`src/fetch_frontend_pkg.sv`:
```
/* shared widths, opcodes and control-flow kinds of the RV32I fetch frontend
   every RTL file refers to these by scoped name */
package fetch_frontend_pkg;

    // ------------------------------
    // widths and types
    // ------------------------------
    localparam int unsigned XLEN = 32;

    typedef logic [XLEN-1:0] addr_t;
    typedef logic [31:0]     instr_t;

    // sequential fetch step, also the link offset of a call
    localparam addr_t INSTR_BYTES = 32'd4;

    // kind of control flow carried with a queue entry
    typedef enum logic [2:0] {
        CF_NONE   = 3'd0,
        CF_BRANCH = 3'd1,  // predicted taken branch
        CF_JUMP   = 3'd2,
        CF_RETURN = 3'd3,
        CF_JALR   = 3'd4   // target not predicted
    } cf_e;

    // ------------------------------
    // decode constants
    // ------------------------------
    localparam logic [6:0] OPC_BRANCH = 7'b1100011;
    localparam logic [6:0] OPC_JAL    = 7'b1101111;
    localparam logic [6:0] OPC_JALR   = 7'b1100111;

    // link registers per the calling convention
    localparam logic [4:0] REG_RA = 5'd1;
    localparam logic [4:0] REG_T0 = 5'd5;

    // default table and queue sizes
    localparam int unsigned BHT_ENTRIES_DEF = 16;
    localparam int unsigned RAS_DEPTH_DEF   = 4;
    localparam int unsigned QUEUE_DEPTH_DEF = 4;

endpackage

```
`src/bht.sv`:
```
/* branch history table of two-bit counters with valid bits
   read by the response PC, trained by resolved branches */
module bht #(
    parameter int unsigned BhtEntries = fetch_frontend_pkg::BHT_ENTRIES_DEF
) (
    input  logic                      clk_i,
    input  logic                      rst_ni,
    input  fetch_frontend_pkg::addr_t pc_i,
    input  logic                      update_valid_i,
    input  fetch_frontend_pkg::addr_t update_pc_i,
    input  logic                      update_taken_i,
    output logic                      pred_valid_o,
    output logic                      pred_taken_o
);

    localparam int unsigned IdxW = (BhtEntries > 1) ? $clog2(BhtEntries) : 1;

    logic [1:0]            cnt_q [BhtEntries];
    logic [BhtEntries-1:0] valid_q;
    logic [IdxW-1:0]       rd_idx, wr_idx;
    logic [1:0]            cnt_upd;

    // word offset bits are skipped
    assign rd_idx = pc_i[IdxW+1:2];
    assign wr_idx = update_pc_i[IdxW+1:2];

    assign pred_valid_o = valid_q[rd_idx];
    // upper counter bit is the direction
    assign pred_taken_o = cnt_q[rd_idx][1];

    // ------------------------------
    // counter update
    // ------------------------------
    always_comb begin
        cnt_upd = cnt_q[wr_idx];
        if (!valid_q[wr_idx])
            // fresh entry starts weak in the resolved direction
            cnt_upd = update_taken_i ? 2'b10 : 2'b01;
        else if (update_taken_i && cnt_upd != 2'b11)
            cnt_upd = cnt_upd + 2'd1;
        else if (!update_taken_i && cnt_upd != 2'b00)
            cnt_upd = cnt_upd - 2'd1;
    end

    always_ff @(posedge clk_i or negedge rst_ni) begin
        if (!rst_ni)
            valid_q <= '0;
        else if (update_valid_i)
            valid_q[wr_idx] <= 1'b1;
    end

    always_ff @(posedge clk_i) begin
        if (update_valid_i)
            cnt_q[wr_idx] <= cnt_upd;
    end

endmodule

```
`src/cf_predict.sv`:
```
/* taken decision and target for the responding word, from scan, BHT and RAS
   also drives RAS push and pop for accepted calls and returns */
module cf_predict (
    input  logic                      resp_valid_i,
    input  fetch_frontend_pkg::addr_t resp_pc_i,
    input  logic                      is_branch_i,
    input  logic                      is_jal_i,
    input  logic                      is_jalr_i,
    input  logic                      is_call_i,
    input  logic                      is_return_i,
    input  fetch_frontend_pkg::addr_t imm_i,
    input  logic                      bht_valid_i,
    input  logic                      bht_taken_i,
    input  logic                      ras_valid_i,
    input  fetch_frontend_pkg::addr_t ras_addr_i,
    input  logic                      accept_i,
    output logic                      predict_taken_o,
    output fetch_frontend_pkg::addr_t predict_target_o,
    output fetch_frontend_pkg::cf_e   cf_o,
    output logic                      ras_push_o,
    output logic                      ras_pop_o,
    output fetch_frontend_pkg::addr_t ras_push_addr_o
);

    fetch_frontend_pkg::addr_t seq_pc;
    logic                      branch_taken;

    assign seq_pc = resp_pc_i + fetch_frontend_pkg::INSTR_BYTES;

    // dynamic when the BHT knows the branch, else backward taken
    assign branch_taken = bht_valid_i ? bht_taken_i : imm_i[fetch_frontend_pkg::XLEN-1];

    always_comb begin
        predict_taken_o  = 1'b0;
        predict_target_o = seq_pc;
        cf_o             = fetch_frontend_pkg::CF_NONE;
        if (resp_valid_i) begin
            if (is_branch_i && branch_taken) begin
                predict_taken_o  = 1'b1;
                predict_target_o = resp_pc_i + imm_i;
                cf_o             = fetch_frontend_pkg::CF_BRANCH;
            end else if (is_jal_i) begin
                predict_taken_o  = 1'b1;
                predict_target_o = resp_pc_i + imm_i;
                cf_o             = fetch_frontend_pkg::CF_JUMP;
            end else if (is_return_i && ras_valid_i) begin
                predict_taken_o  = 1'b1;
                predict_target_o = ras_addr_i;
                cf_o             = fetch_frontend_pkg::CF_RETURN;
            end else if (is_jalr_i) begin
                // left to the back-end
                cf_o = fetch_frontend_pkg::CF_JALR;
            end
        end
    end

    // RAS changes only for words that made it into the queue
    assign ras_push_o      = accept_i & is_call_i;
    assign ras_pop_o       = accept_i & is_return_i & ras_valid_i;
    assign ras_push_addr_o = seq_pc;

endmodule

```
`src/fetch_frontend.sv`:
```
/* RV32I fetch frontend top: next-PC generation, scan, prediction and the
   entry queue towards the back-end */
module fetch_frontend #(
    parameter int unsigned BhtEntries = fetch_frontend_pkg::BHT_ENTRIES_DEF,
    parameter int unsigned RasDepth   = fetch_frontend_pkg::RAS_DEPTH_DEF,
    parameter int unsigned QueueDepth = fetch_frontend_pkg::QUEUE_DEPTH_DEF
) (
    input  logic                       clk_i,
    input  logic                       rst_ni,
    input  fetch_frontend_pkg::addr_t  boot_addr_i,
    // memory side
    output logic                       fetch_req_o,
    output fetch_frontend_pkg::addr_t  fetch_addr_o,
    input  logic                       fetch_valid_i,
    input  fetch_frontend_pkg::instr_t fetch_data_i,
    // redirects
    input  logic                       mispredict_i,
    input  fetch_frontend_pkg::addr_t  mispredict_target_i,
    input  logic                       eret_i,
    input  fetch_frontend_pkg::addr_t  epc_i,
    input  logic                       ex_valid_i,
    input  fetch_frontend_pkg::addr_t  trap_vector_i,
    input  logic                       set_pc_commit_i,
    input  fetch_frontend_pkg::addr_t  pc_commit_i,
    // branch resolution
    input  logic                       resolve_valid_i,
    input  fetch_frontend_pkg::addr_t  resolve_pc_i,
    input  logic                       resolve_taken_i,
    // back-end side
    output logic                       fetch_valid_o,
    input  logic                       fetch_ready_i,
    output fetch_frontend_pkg::addr_t  fetch_pc_o,
    output fetch_frontend_pkg::instr_t fetch_instr_o,
    output fetch_frontend_pkg::cf_e    fetch_cf_o,
    output fetch_frontend_pkg::addr_t  fetch_target_o
);

    // response stage
    logic                      resp_valid;
    fetch_frontend_pkg::addr_t resp_pc;
    // scan results
    logic                      is_branch, is_jal, is_jalr, is_call, is_return;
    fetch_frontend_pkg::addr_t imm;
    // predictor state
    logic                      bht_valid, bht_taken;
    logic                      ras_valid, ras_push, ras_pop;
    fetch_frontend_pkg::addr_t ras_addr, ras_push_addr;
    // prediction result
    logic                      predict_taken;
    fetch_frontend_pkg::addr_t predict_target;
    fetch_frontend_pkg::cf_e   cf;
    // queue feedback
    logic                      accept, queue_ready, replay, flush;
    fetch_frontend_pkg::addr_t replay_addr;

    // every back-end redirect empties the queue
    assign flush = mispredict_i | eret_i | ex_valid_i | set_pc_commit_i;

    pc_gen i_pc_gen (
        .clk_i, .rst_ni, .boot_addr_i,
        .mispredict_i, .mispredict_target_i, .eret_i, .epc_i,
        .ex_valid_i, .trap_vector_i, .set_pc_commit_i, .pc_commit_i,
        .predict_taken_i  (predict_taken),
        .predict_target_i (predict_target),
        .queue_ready_i    (queue_ready),
        .replay_i         (replay),
        .replay_addr_i    (replay_addr),
        .fetch_valid_i,
        .fetch_req_o, .fetch_addr_o,
        .resp_valid_o     (resp_valid),
        .resp_pc_o        (resp_pc)
    );

    instr_scan i_instr_scan (
        .instr_i     (fetch_data_i),
        .is_branch_o (is_branch),
        .is_jal_o    (is_jal),
        .is_jalr_o   (is_jalr),
        .is_call_o   (is_call),
        .is_return_o (is_return),
        .imm_o       (imm)
    );

    // trained only by resolved conditional branches
    bht #(.BhtEntries(BhtEntries)) i_bht (
        .clk_i, .rst_ni,
        .pc_i           (resp_pc),
        .update_valid_i (resolve_valid_i),
        .update_pc_i    (resolve_pc_i),
        .update_taken_i (resolve_taken_i),
        .pred_valid_o   (bht_valid),
        .pred_taken_o   (bht_taken)
    );

    ras #(.RasDepth(RasDepth)) i_ras (
        .clk_i, .rst_ni,
        .push_i      (ras_push),
        .pop_i       (ras_pop),
        .push_addr_i (ras_push_addr),
        .top_valid_o (ras_valid),
        .top_addr_o  (ras_addr)
    );

    cf_predict i_cf_predict (
        .resp_valid_i (resp_valid), .resp_pc_i (resp_pc),
        .is_branch_i (is_branch), .is_jal_i (is_jal), .is_jalr_i (is_jalr),
        .is_call_i (is_call), .is_return_i (is_return), .imm_i (imm),
        .bht_valid_i (bht_valid), .bht_taken_i (bht_taken),
        .ras_valid_i (ras_valid), .ras_addr_i (ras_addr),
        .accept_i (accept),
        .predict_taken_o (predict_taken), .predict_target_o (predict_target),
        .cf_o (cf),
        .ras_push_o (ras_push), .ras_pop_o (ras_pop), .ras_push_addr_o (ras_push_addr)
    );

    fetch_queue #(.QueueDepth(QueueDepth)) i_fetch_queue (
        .clk_i, .rst_ni,
        .flush_i (flush), .valid_i (resp_valid), .pc_i (resp_pc),
        .instr_i (fetch_data_i), .cf_i (cf), .target_i (predict_target),
        .ready_i (fetch_ready_i),
        .accept_o (accept), .queue_ready_o (queue_ready),
        .replay_o (replay), .replay_addr_o (replay_addr),
        .valid_o (fetch_valid_o), .pc_o (fetch_pc_o), .instr_o (fetch_instr_o),
        .cf_o (fetch_cf_o), .target_o (fetch_target_o)
    );

endmodule

```
`src/fetch_queue.sv`:
```
/* circular FIFO of fetch entries towards the back-end
   a response that finds it full is dropped and replayed */
module fetch_queue #(
    parameter int unsigned QueueDepth = fetch_frontend_pkg::QUEUE_DEPTH_DEF
) (
    input  logic                       clk_i,
    input  logic                       rst_ni,
    input  logic                       flush_i,
    input  logic                       valid_i,
    input  fetch_frontend_pkg::addr_t  pc_i,
    input  fetch_frontend_pkg::instr_t instr_i,
    input  fetch_frontend_pkg::cf_e    cf_i,
    input  fetch_frontend_pkg::addr_t  target_i,
    input  logic                       ready_i,
    output logic                       accept_o,
    output logic                       queue_ready_o,
    output logic                       replay_o,
    output fetch_frontend_pkg::addr_t  replay_addr_o,
    output logic                       valid_o,
    output fetch_frontend_pkg::addr_t  pc_o,
    output fetch_frontend_pkg::instr_t instr_o,
    output fetch_frontend_pkg::cf_e    cf_o,
    output fetch_frontend_pkg::addr_t  target_o
);

    localparam int unsigned PtrW = (QueueDepth > 1) ? $clog2(QueueDepth) : 1;
    localparam int unsigned CntW = $clog2(QueueDepth + 1);

    fetch_frontend_pkg::addr_t  pc_q     [QueueDepth];
    fetch_frontend_pkg::instr_t instr_q  [QueueDepth];
    fetch_frontend_pkg::cf_e    cf_q     [QueueDepth];
    fetch_frontend_pkg::addr_t  target_q [QueueDepth];
    logic [PtrW-1:0]            wptr_q, rptr_q;
    logic [CntW-1:0]            count_q;
    logic                       full, push, pop;

    assign full = (count_q == CntW'(QueueDepth));
    assign push = valid_i & ~flush_i & ~full;
    assign pop  = valid_o & ready_i;

    assign accept_o      = push;
    assign queue_ready_o = ~full;
    // replay the word that found no room
    assign replay_o      = valid_i & ~flush_i & full;
    assign replay_addr_o = pc_i;

    // nothing leaves while the back-end redirects
    assign valid_o  = (count_q != '0) & ~flush_i;
    assign pc_o     = pc_q[rptr_q];
    assign instr_o  = instr_q[rptr_q];
    assign cf_o     = cf_q[rptr_q];
    assign target_o = target_q[rptr_q];

    // ------------------------------
    // pointers and fill level
    // ------------------------------
    always_ff @(posedge clk_i or negedge rst_ni) begin
        if (!rst_ni) begin
            wptr_q  <= '0;
            rptr_q  <= '0;
            count_q <= '0;
        end else if (flush_i) begin
            wptr_q  <= '0;
            rptr_q  <= '0;
            count_q <= '0;
        end else begin
            if (push)
                wptr_q <= (wptr_q == PtrW'(QueueDepth - 1)) ? '0 : wptr_q + 1'b1;
            if (pop)
                rptr_q <= (rptr_q == PtrW'(QueueDepth - 1)) ? '0 : rptr_q + 1'b1;
            count_q <= count_q + CntW'(push) - CntW'(pop);
        end
    end

    always_ff @(posedge clk_i) begin
        if (push) begin
            pc_q[wptr_q]     <= pc_i;
            instr_q[wptr_q]  <= instr_i;
            cf_q[wptr_q]     <= cf_i;
            target_q[wptr_q] <= target_i;
        end
    end

endmodule

```
`src/instr_scan.sv`:
```
/* combinational RV32I scan of one fetched word for control flow,
   with the sign-extended branch or jump offset */
module instr_scan (
    input  fetch_frontend_pkg::instr_t instr_i,
    output logic                       is_branch_o,
    output logic                       is_jal_o,
    output logic                       is_jalr_o,
    output logic                       is_call_o,
    output logic                       is_return_o,
    output fetch_frontend_pkg::addr_t  imm_o
);

    logic [6:0]                opcode;
    logic [4:0]                rd, rs1;
    logic                      rd_link, rs1_link;
    fetch_frontend_pkg::addr_t b_imm, j_imm;

    assign opcode = instr_i[6:0];
    assign rd     = instr_i[11:7];
    assign rs1    = instr_i[19:15];

    // ra and t0 both count as link registers
    assign rd_link  = (rd == fetch_frontend_pkg::REG_RA) | (rd == fetch_frontend_pkg::REG_T0);
    assign rs1_link = (rs1 == fetch_frontend_pkg::REG_RA) | (rs1 == fetch_frontend_pkg::REG_T0);

    assign is_branch_o = (opcode == fetch_frontend_pkg::OPC_BRANCH);
    assign is_jal_o    = (opcode == fetch_frontend_pkg::OPC_JAL);
    assign is_jalr_o   = (opcode == fetch_frontend_pkg::OPC_JALR);

    // call links, return reads a link register without writing one
    assign is_call_o   = (is_jal_o | is_jalr_o) & rd_link;
    assign is_return_o = is_jalr_o & rs1_link & ~rd_link;

    // B-type offset
    assign b_imm = {{(fetch_frontend_pkg::XLEN-12){instr_i[31]}},
                    instr_i[7], instr_i[30:25], instr_i[11:8], 1'b0};
    // J-type offset
    assign j_imm = {{(fetch_frontend_pkg::XLEN-20){instr_i[31]}},
                    instr_i[19:12], instr_i[20], instr_i[30:21], 1'b0};

    assign imm_o = is_branch_o ? b_imm : j_imm;

endmodule

```
`src/pc_gen.sv`:
```
/* next-PC register with redirect precedence, plus the response-stage PC
   and kill flag for the one-cycle memory */
module pc_gen (
    input  logic                      clk_i,
    input  logic                      rst_ni,
    input  fetch_frontend_pkg::addr_t boot_addr_i,
    input  logic                      mispredict_i,
    input  fetch_frontend_pkg::addr_t mispredict_target_i,
    input  logic                      eret_i,
    input  fetch_frontend_pkg::addr_t epc_i,
    input  logic                      ex_valid_i,
    input  fetch_frontend_pkg::addr_t trap_vector_i,
    input  logic                      set_pc_commit_i,
    input  fetch_frontend_pkg::addr_t pc_commit_i,
    input  logic                      predict_taken_i,
    input  fetch_frontend_pkg::addr_t predict_target_i,
    input  logic                      queue_ready_i,
    input  logic                      replay_i,
    input  fetch_frontend_pkg::addr_t replay_addr_i,
    input  logic                      fetch_valid_i,
    output logic                      fetch_req_o,
    output fetch_frontend_pkg::addr_t fetch_addr_o,
    output logic                      resp_valid_o,
    output fetch_frontend_pkg::addr_t resp_pc_o
);

    fetch_frontend_pkg::addr_t npc_d, npc_q;
    fetch_frontend_pkg::addr_t resp_pc_q;
    // set during reset, loads the boot address once
    logic                      npc_rst_load_q;
    // kills the response of the request issued last cycle
    logic                      kill_q;
    logic                      redirect;

    assign redirect = mispredict_i | eret_i | ex_valid_i | set_pc_commit_i;

    assign fetch_addr_o = npc_rst_load_q ? boot_addr_i : npc_q;
    // boot load cycle issues nothing
    assign fetch_req_o  = queue_ready_i & ~npc_rst_load_q;

    // ------------------------------
    // next PC, later wins
    // ------------------------------
    always_comb begin
        npc_d = fetch_addr_o;
        if (fetch_req_o)
            npc_d = fetch_addr_o + fetch_frontend_pkg::INSTR_BYTES;
        if (predict_taken_i)
            npc_d = predict_target_i;
        if (replay_i)
            npc_d = replay_addr_i;
        if (mispredict_i)
            npc_d = mispredict_target_i;
        if (eret_i)
            npc_d = epc_i;
        if (ex_valid_i)
            npc_d = trap_vector_i;
        // refetch after the instruction in commit
        if (set_pc_commit_i)
            npc_d = pc_commit_i + fetch_frontend_pkg::INSTR_BYTES;
    end

    always_ff @(posedge clk_i or negedge rst_ni) begin
        if (!rst_ni) begin
            npc_rst_load_q <= 1'b1;
            npc_q          <= '0;
            kill_q         <= 1'b0;
        end else begin
            npc_rst_load_q <= 1'b0;
            npc_q          <= npc_d;
            // a taken prediction discards the sequential request behind it
            kill_q         <= redirect | replay_i | predict_taken_i;
        end
    end

    // address of the request now in memory
    always_ff @(posedge clk_i) begin
        if (fetch_req_o)
            resp_pc_q <= fetch_addr_o;
    end

    assign resp_valid_o = fetch_valid_i & ~kill_q & ~redirect;
    assign resp_pc_o    = resp_pc_q;

endmodule

```
`src/ras.sv`:
```
/* return address stack, entry 0 is the top
   a push on a full stack drops the oldest address */
module ras #(
    parameter int unsigned RasDepth = fetch_frontend_pkg::RAS_DEPTH_DEF
) (
    input  logic                      clk_i,
    input  logic                      rst_ni,
    input  logic                      push_i,
    input  logic                      pop_i,
    input  fetch_frontend_pkg::addr_t push_addr_i,
    output logic                      top_valid_o,
    output fetch_frontend_pkg::addr_t top_addr_o
);

    fetch_frontend_pkg::addr_t addr_q [RasDepth];
    logic [RasDepth-1:0]       valid_q;

    assign top_valid_o = valid_q[0];
    assign top_addr_o  = addr_q[0];

    // push and pop together replace the top
    always_ff @(posedge clk_i or negedge rst_ni) begin
        if (!rst_ni)
            valid_q <= '0;
        else if (push_i && pop_i)
            valid_q[0] <= 1'b1;
        else if (push_i)
            valid_q <= {valid_q[RasDepth-2:0], 1'b1};
        else if (pop_i)
            valid_q <= {1'b0, valid_q[RasDepth-1:1]};
    end

    always_ff @(posedge clk_i) begin
        if (push_i && !pop_i) begin
            // older entries move down one slot
            for (int i = RasDepth - 1; i > 0; i--)
                addr_q[i] <= addr_q[i-1];
        end else if (pop_i && !push_i) begin
            for (int i = 0; i < RasDepth - 1; i++)
                addr_q[i] <= addr_q[i+1];
        end
        if (push_i)
            addr_q[0] <= push_addr_i;
    end

endmodule

```
`config.mk`:
```
export PLATFORM = sky130hd
export DESIGN_NAME = fetch_frontend
export DESIGN_NICKNAME = d
export VERILOG_FILES = /design/src/fetch_frontend_pkg.sv /design/src/bht.sv /design/src/cf_predict.sv /design/src/fetch_frontend.sv /design/src/fetch_queue.sv /design/src/instr_scan.sv /design/src/pc_gen.sv /design/src/ras.sv
export SDC_FILE = /design/constraint.sdc
export NUM_CORES = 1
export LEC_CHECK = 0
export ABC_AREA = 1
export BUFFER_PORTS_ARGS = -buffer_cell sky130_fd_sc_hd__buf_2
export CAP_MARGIN = 20
export CORE_MARGIN = 4
export CORE_UTILIZATION = 40
export CTS_BUF_LIST = sky130_fd_sc_hd__clkbuf_4 sky130_fd_sc_hd__clkbuf_8
export CTS_CLUSTER_DIAMETER = 50
export DETAILED_ROUTE_END_ITERATION = 8
export GPL_ROUTABILITY_DRIVEN = 0
export GPL_TIMING_DRIVEN = 0
export PLACE_DENSITY = 0.55
export SLEW_MARGIN = 20
export SYNTH_ARGS = -nofsm -noshare
export SYNTH_HDL_FRONTEND = slang
export SYNTH_SLANG_ARGS = --single-unit
```
`constraint.sdc`:
```
create_clock -name clk_i -period 13.3 [get_ports clk_i]
set_clock_uncertainty 0.2 [all_clocks]
set_input_delay 2.66 -clock clk_i [delete_from_list [all_inputs] [get_ports clk_i]]
set_output_delay 2.66 -clock clk_i [all_outputs]
set_load 0.02 [all_outputs]
```
==> results of run 1 <==
==> through the flow <==
stage,utilization (%),cell area [sq um],std cells,setup slack [ns]
after floorplan,-,32280,3341,4.749
after global placement,44.35,35270,4726,0.4985
after detailed placement,45.15,35900,4751,5.353
after CTS,47.99,38160,4960,5.903
after global routing,48.00,38170,4961,5.750
final,48.00,38170,4961,5.891
==> where the power goes <==
group	switching (mW)	internal (mW)
Clock	0.857	0.982
Sequential	0.0419	2.27
Combinational	0.299	0.127
Total	1.20	3.38
==> critical path, cell delays in order <==
cell	delay, ns
buf_2	0.13
inv_1	0.05
nand3_1	0.31
nor4_2	0.98
inv_1	0.34
nand2_1	0.13
o21ai_0	0.16
ha_1	0.26
fa_1	0.40
nand3_1	0.10
nand2_1	0.11
a21boi_0	0.48
o21ai_0	0.32
nand2_1	0.15
nand2_1	0.05
nand2_1	0.06
nand4_1	0.16
nand2_1	0.43
nand2_1	0.15
nand2_1	0.10
nand2_1	0.08
nand2_1	0.13
nand2_1	0.06
nand2_1	0.06
==> state kept, by name (all words and copies together), names as in the netlist, named ones only <==
name,cells
i_fetch_queue.instr_q,128
i_fetch_queue.pc_q,128
i_fetch_queue.target_q,128
i_ras.addr_q,128
i_bht.cnt_q,32
i_pc_gen.npc_q,32
i_pc_gen.resp_pc_o,32
i_bht.valid_q,16
i_fetch_queue.cf_q,12
i_ras.valid_q,4
i_fetch_queue.count_q,3
i_fetch_queue.rptr_q,2
i_fetch_queue.wptr_q,2
i_pc_gen.kill_q,1
i_pc_gen.npc_rst_load_q,1
==> metal layers <==
layer | share of wire, % | vias to the layer above
met1 | 40 | 12940
li1 | - | 12590
met2 | 47 | 1311
met3 | 9.6 | 230
met4 | 3.6 | 0
met5 | 0 | -
==> kinds of logic after synthesis <==
kind of cell	after synthesis	synth area share [%]
AO/OA/AOI/OAI	748	13.16
XOR/XNOR	61	1.655
adder cells (fa/ha/maj)	49	1.946
buffers and inverters	483	5.737
multiplexers	32	1.116
AND/OR/NAND/NOR	1314	16.69
flip-flops	653	59.68
other	1	0.01162
==> cells in the mapped netlist (3+ instances only) <==
cell type  count
nand2_1      637
edfxtp_1     588
nor2_1       438
o21ai_0      384
inv_1        329
nand3_1      142
a21oi_1      110
clkbuf_1     109
o22ai_1      107
dfrtp_1       60
xor2_1        49
ha_1          47
nor3_1        39
o21ai_1       35
a22oi_1       34
mux2_2        32
buf_2         26
nand4_1       21
o221a_2       16
xnor2_1       12
o221ai_1      11
a221oi_1      10
buf_1          9
o211ai_1       9
a31oi_1        8
a32oi_1        7
nand3b_1       7
nor4_1         6
a21o_1         5
inv_2          5
or2_2          5
dfxtp_1        4
nor2_2         4
nor3_2         4
o21a_1         4
clkinv_1       3
==> area by class of cell <==
type / count / area, sq um / share of cell area [%]
Sequential cell: 653 / 19260 / 50.48
Multi-Input combinational cell: 2205 / 11210 / 29.36
Timing Repair Buffer: 360 / 2265 / 5.934
Clock buffer: 148 / 1824 / 4.780
Tap cell: 1050 / 1314 / 3.442
Inverter: 338 / 1271 / 3.331
Buffer: 145 / 581.8 / 1.524
Clock inverter: 61 / 435.4 / 1.141
Antenna cell: 1 / 2.502 / 0.006557
==> worst max path at each step <==
stage                                                    from                                   to  slack (ns)  cells after the start
final                                         fetch_data_i[4]         i_pc_gen.npc_q[31]$_DFF_PN0_        5.89                     24
after global routing                          fetch_data_i[4]         i_pc_gen.npc_q[31]$_DFF_PN0_        5.75                     24
after CTS                 i_fetch_queue.rptr_q[0]$_DFFE_PN0P_                   fetch_target_o[10]        5.90                      7
after detailed placement                      fetch_data_i[4]         i_pc_gen.npc_q[31]$_DFF_PN0_        5.35                     24
after global placement                           mispredict_i  i_fetch_queue.pc_q[3][20]$_DFFE_PP_        0.50                      8
after floorplan                               set_pc_commit_i   i_fetch_queue.cf_q[0][0]$_DFFE_PP_        4.75                      8
==> run_results.csv, run 1 <==
group,metric,value,unit
logic_synthesis,synth_edf_count,588,
worst_hold_path,hold_depth,2,
logic_synthesis,synth_top_cell_by_area,"edfxtp_1",
placement,dpl.hpwl,88030,um
clocking,insertion_delay,0.74,ns
logic_synthesis,synth_ff_type,"edfxtp_1",
worst_hold_path,hold_path_class,"reg2reg",
setup_path,start_kind,"input pin",
finish,mostFrequentLayoutCells,"nand2_1 (637), edfxtp_1 (588), nor2_1 (434), o21ai_0 (383), buf_2 (360)",
floorplan,io_pins,367,
setup_path,worstPathRequired,13.75,ns
clocking,cts_resized,0,
global_routing,grt_max_degree,44,
route,dr.first_iter.drc_count,2761,
floorplan,die_x,292.1,um
global_routing,grtUsageMet1,34.84,%
route,drc_errors,0,
logic_synthesis,async_flop_share,9.342,%
sta,hold_violations,0,
route,finalWirelength,116600,um
clocking,h-tree-depth,3,
clocking,numCtsBuffers,111,
route,vias_per_cell,5.458,
logic_synthesis,avgSynthCellArea,9.661,sq um
placement,port-buffer-count,335,
sta,setup_viol,0,
global_routing,grt_overflow,0,
logic_synthesis,synthCells,3341,
setup_path,worstRegToRegCells,11,
sta,fin_crit_sh,55.71,%
sta,fin_crit,7.409,ns
floorplan,start_util,40.59,%
global_routing,antenna_found_initial,2,
power,p_leak,15.21,nW
worst_hold_path,hold_path_end,"i_bht.valid_q[12]$_DFFE_PN0P_",
route,wl_per_cell,23.51,um
floorplan,fp.dieH,292.1,um
job,cap_violations,0,
run_status,outcome,"finished, final reports clean",
logic_synthesis,synthDominantCellAreaShare,54.70,%
floorplan,num_rows,103,
sta,slew_viol_final,0,
floorplan,core_region_area,0.07952,sq mm
setup_path,arrival,7.86,ns
clocking,cts-root-buf,"clkbuf_8",
finish,synthToLayoutAreaGrowth,18.24,%
route,first_pass_iters,8,
logic_synthesis,ys_seq_elements,653,
sta,grt_setup_unrepaired,"false",
sta,slew_headroom,22.65,%
setup_path,crit_type,"in2reg",
setup_path,path_max_fanout,8,
global_routing,first_global_vias,26500,
clocking,cts.sinks,653,
finish,fillers,7677,
global_routing,grt_util_met3,6.290,%
clocking,clk_path_buf_depth,3,
sta,tns,0,ns
logic_synthesis,netlist_area,0.03228,sq mm
logic_synthesis,synth.area.top_cells,"edfxtp_1 (55%), nand2_1 (7.4%), o21ai_0 (6.0%), nor2_1 (5.1%), dfrtp_1 (4.7%)",
setup_path,rr_endpoint,"i_fetch_queue.target_q[2][29]$_DFFE_PP_",
clocking,clkTransAtPathRegs,0.06,ns
worst_hold_path,hold_start,"i_bht.valid_q[12]$_DFFE_PN0P_",
logic_synthesis,yosysUniqueCellTypes,55,
logic_synthesis,syn_nets,3624,
setup_path,timing.rr.start,"i_pc_gen.resp_pc_o[2]$_DFFE_PP_",
clocking,cts_tree,"yes",
power,power.density,119.8,mW/mm^2
sta,fmax,135.0,MHz
route,ant_nets,0,
sta,worst_hold_slack,0.2756,ns
setup_path,r2r_slack,8.74,ns
logic_synthesis,yosysWarningCount,0,
sta,tightest_slew,1.151,ns
route,vias,27080,
clocking,cts_hold_buf,0,
setup_path,crit_path_end_kind,"flop",
global_routing,gr-max-usage-layer,"met2",
finish,drive_gt1_share,16.65,%
global_routing,grt_pass1_wl,169300,um
global_routing,grt_use_total,26.42,%
floorplan,dieArea,0.08530,sq mm
clocking,post-cts-setup-buffers,0,
finish,layout_commonest_cell,"nand2_1",
finish,fin_nets,4097,
power,peakVddDrop,74.19,uV
power,finalPower,4.574,mW
logic_synthesis,yosysSeqAreaShare,59.68,%
global_routing,gr-usage-met2,43.02,%
Power figures use the tool's default switching activity.
==> run 2, diff against run 1 <==
--- a/config.mk
+++ b/config.mk
@@ -15,7 +15,7 @@
 export DETAILED_ROUTE_END_ITERATION = 8
 export GPL_ROUTABILITY_DRIVEN = 0
 export GPL_TIMING_DRIVEN = 0
-export PLACE_DENSITY = 0.55
+export PLACE_DENSITY = 0.57
 export SLEW_MARGIN = 20
 export SYNTH_ARGS = -nofsm -noshare
 export SYNTH_HDL_FRONTEND = slang
==> constraint.sdc (replaced) <==
create_clock -name clk_i -period 6.7 [get_ports clk_i]
set_clock_uncertainty 0.2 [all_clocks]
set_input_delay 1.34 -clock clk_i [delete_from_list [all_inputs] [get_ports clk_i]]
set_output_delay 1.34 -clock clk_i [all_outputs]
set_load 0.02 [all_outputs]
==> run_results.csv, run 2 (same netlist as run 1, synthesis figures left out) <==
group,metric,value,unit
route,vias,27000,
power,p_leak,15.22,nW
floorplan,num_rows,103,
global_routing,first_global_vias,26510,
global_routing,grt_overflow,0,
setup_path,worstPathRequired,5.16,ns
floorplan,start_util,40.59,%
finish,mostFrequentLayoutCells,"nand2_1 (637), edfxtp_1 (588), nor2_1 (434), o21ai_0 (384), buf_2 (360)",
finish,multi_input_area,0.01121,sq mm
route,ant_nets,0,
floorplan,die_x,292.1,um
floorplan,fp.dieH,292.1,um
sta,tightest_slew,1.070,ns
power,finalPower,9.183,mW
run_status,outcome,"finished, final reports clean",
route,drc_errors,0,
power,power.density,240.3,mW/mm^2
setup_path,arrival,4.32,ns
sta,hold_violations,0,
setup_path,r2r_slack,2.16,ns
floorplan,io_pins,367,
route,dr.first_iter.drc_count,2568,
sta,slew_viol_final,0,
setup_path,cp-startpoint,"i_fetch_queue.rptr_q[0]$_DFFE_PN0P_",
placement,dpl.hpwl,87090,um
finish,layout_commonest_cell,"nand2_1",
placement,place_ws,0.2243,ns
global_routing,grt_use_total,26.31,%
setup_path,worstRegToRegCells,11,
clocking,cts.sinks,653,
setup_path,path_max_fanout,10,
global_routing,grt_max_degree,43,
clocking,numCtsBuffers,108,
worst_hold_path,hold_path_class,"reg2reg",
sta,fmax,170.8,MHz
route,first_pass_iters,6,
finish,seq_area,0.01926,sq mm
finish,fin_area,0.03821,sq mm
setup_path,crit_type,"reg2out",
finish,fillers,7671,
clocking,clkTransAtPathRegs,0.06,ns
finish,synthToLayoutAreaGrowth,18.39,%
setup_path,start_kind,"flop",
setup_path,crit_end,"fetch_target_o[25]",
clocking,h-tree-depth,3,
setup_path,rr_endpoint,"i_fetch_queue.target_q[0][29]$_DFFE_PP_",
clocking,cts_resized,0,
route,vias_per_cell,5.459,
placement,place_area,0.03591,sq mm
clocking,cts-root-buf,"clkbuf_8",
finish,post-route-util,48.06,%
clocking,cts_tree,"yes",
clocking,cts_hold_buf,0,
global_routing,antenna_found_initial,6,
sta,slew_headroom,28.04,%
job,cap_violations,0,
placement,port-buffer-count,335,
route,wl_per_cell,23.31,um
global_routing,grt_pass1_wl,169500,um
finish,drive_gt1_share,16.77,%
clocking,insertion_delay,0.74,ns
sta,fin_crit_sh,87.40,%
sta,grt_setup_unrepaired,"false",
placement,dp.cells,4752,
power,peakVddDrop,155.1,uV
floorplan,dieArea,0.08530,sq mm
finish,fin_nets,4095,
clocking,clk_path_buf_depth,3,
floorplan,core_region_area,0.07952,sq mm
sta,finalWorstSetupSlack,0.8440,ns
clocking,post-cts-setup-buffers,0,
route,finalWirelength,115300,um
finish,final_cells,4946,
sta,fin_crit,5.856,ns
sta,setup_viol,0,
setup_path,timing.rr.start,"i_pc_gen.resp_pc_o[2]$_DFFE_PP_",
setup_path,crit_path_end_kind,"primary output",
==> run 2: changes by cell type in the layout (fill, tap and decap cells not counted), sizes merged <==
| cell | change |
|---|---|
| buf | +1 |
| inv | +2 |
| clkbuf | +9 |
| bufinv | +3 |
| clkinv | -31 |
| clkinvlp | +1 |
==> run 2: power breakdown <==
group / internal (mW) / total (mW) / switching, mW
Combinational: 0.252 / 0.843 / 0.592
Clock: 2.11 / 3.76 / 1.65
Sequential: 4.50 / 4.58 / 0.0823
==> run 2: per-stage QoR <==
step           hold slack [ns]  setup TNS, ns
2_1_floorplan           0.2388        -210.33
3_3_place_gp            0.2549       -1820.65
3_5_place_dp            0.2584              0
4_1_cts                 0.2572              0
5_1_grt                 0.2712              0
6_report                0.2725              0
==> run 2: layer usage <==
layer	vias up	track usage, %	share of wire (%)	wire length [um]
li1	12560	-	-	-
met1	13020	34.69	41	47390
met2	1172	43.53	47	54210
met3	231	6.024	8.7	10010
met4	10	7.899	3.1	3628
met5	-	0	0.057	66
==> run 2: worst max-delay path, cell delays in order, from the launching register on <==
cell	delay, ns
dfrtp_1	0.39
clkbuf_1	0.73
clkinv_1	0.81
clkbuf_1	0.57
buf_1	0.46
nor2_1	0.21
o22ai_1	0.19
buf_2	0.21
==> run 2: how the worst min path moves through the flow <==
stage                             startpoint  slack [ns]  cells past startpoint                       endpoint
4_1_cts                               rst_ni        0.26                      1   i_bht.valid_q[2]$_DFFE_PN0P_
3_3_place_gp    i_bht.valid_q[8]$_DFFE_PN0P_        0.25                      2   i_bht.valid_q[8]$_DFFE_PN0P_
2_1_floorplan  i_bht.valid_q[13]$_DFFE_PN0P_        0.24                      2  i_bht.valid_q[13]$_DFFE_PN0P_
3_5_place_dp    i_bht.valid_q[9]$_DFFE_PN0P_        0.26                      2   i_bht.valid_q[9]$_DFFE_PN0P_
6_report        i_bht.valid_q[9]$_DFFE_PN0P_        0.27                      2   i_bht.valid_q[9]$_DFFE_PN0P_
5_1_grt                               rst_ni        0.27                      1   i_bht.valid_q[5]$_DFFE_PN0P_
==> run 2: cell type report <==
class / instances / area share, %
diodes: 1 / 0.006548
repair buffers: 361 / 5.939
well taps: 1050 / 3.438
multi-input cells: 2205 / 29.33
clock buffers: 157 / 5.000
plain buffers: 145 / 1.522
flip-flops and latches: 653 / 50.41
clock inverters: 36 / 1.028
inverters: 338 / 3.327
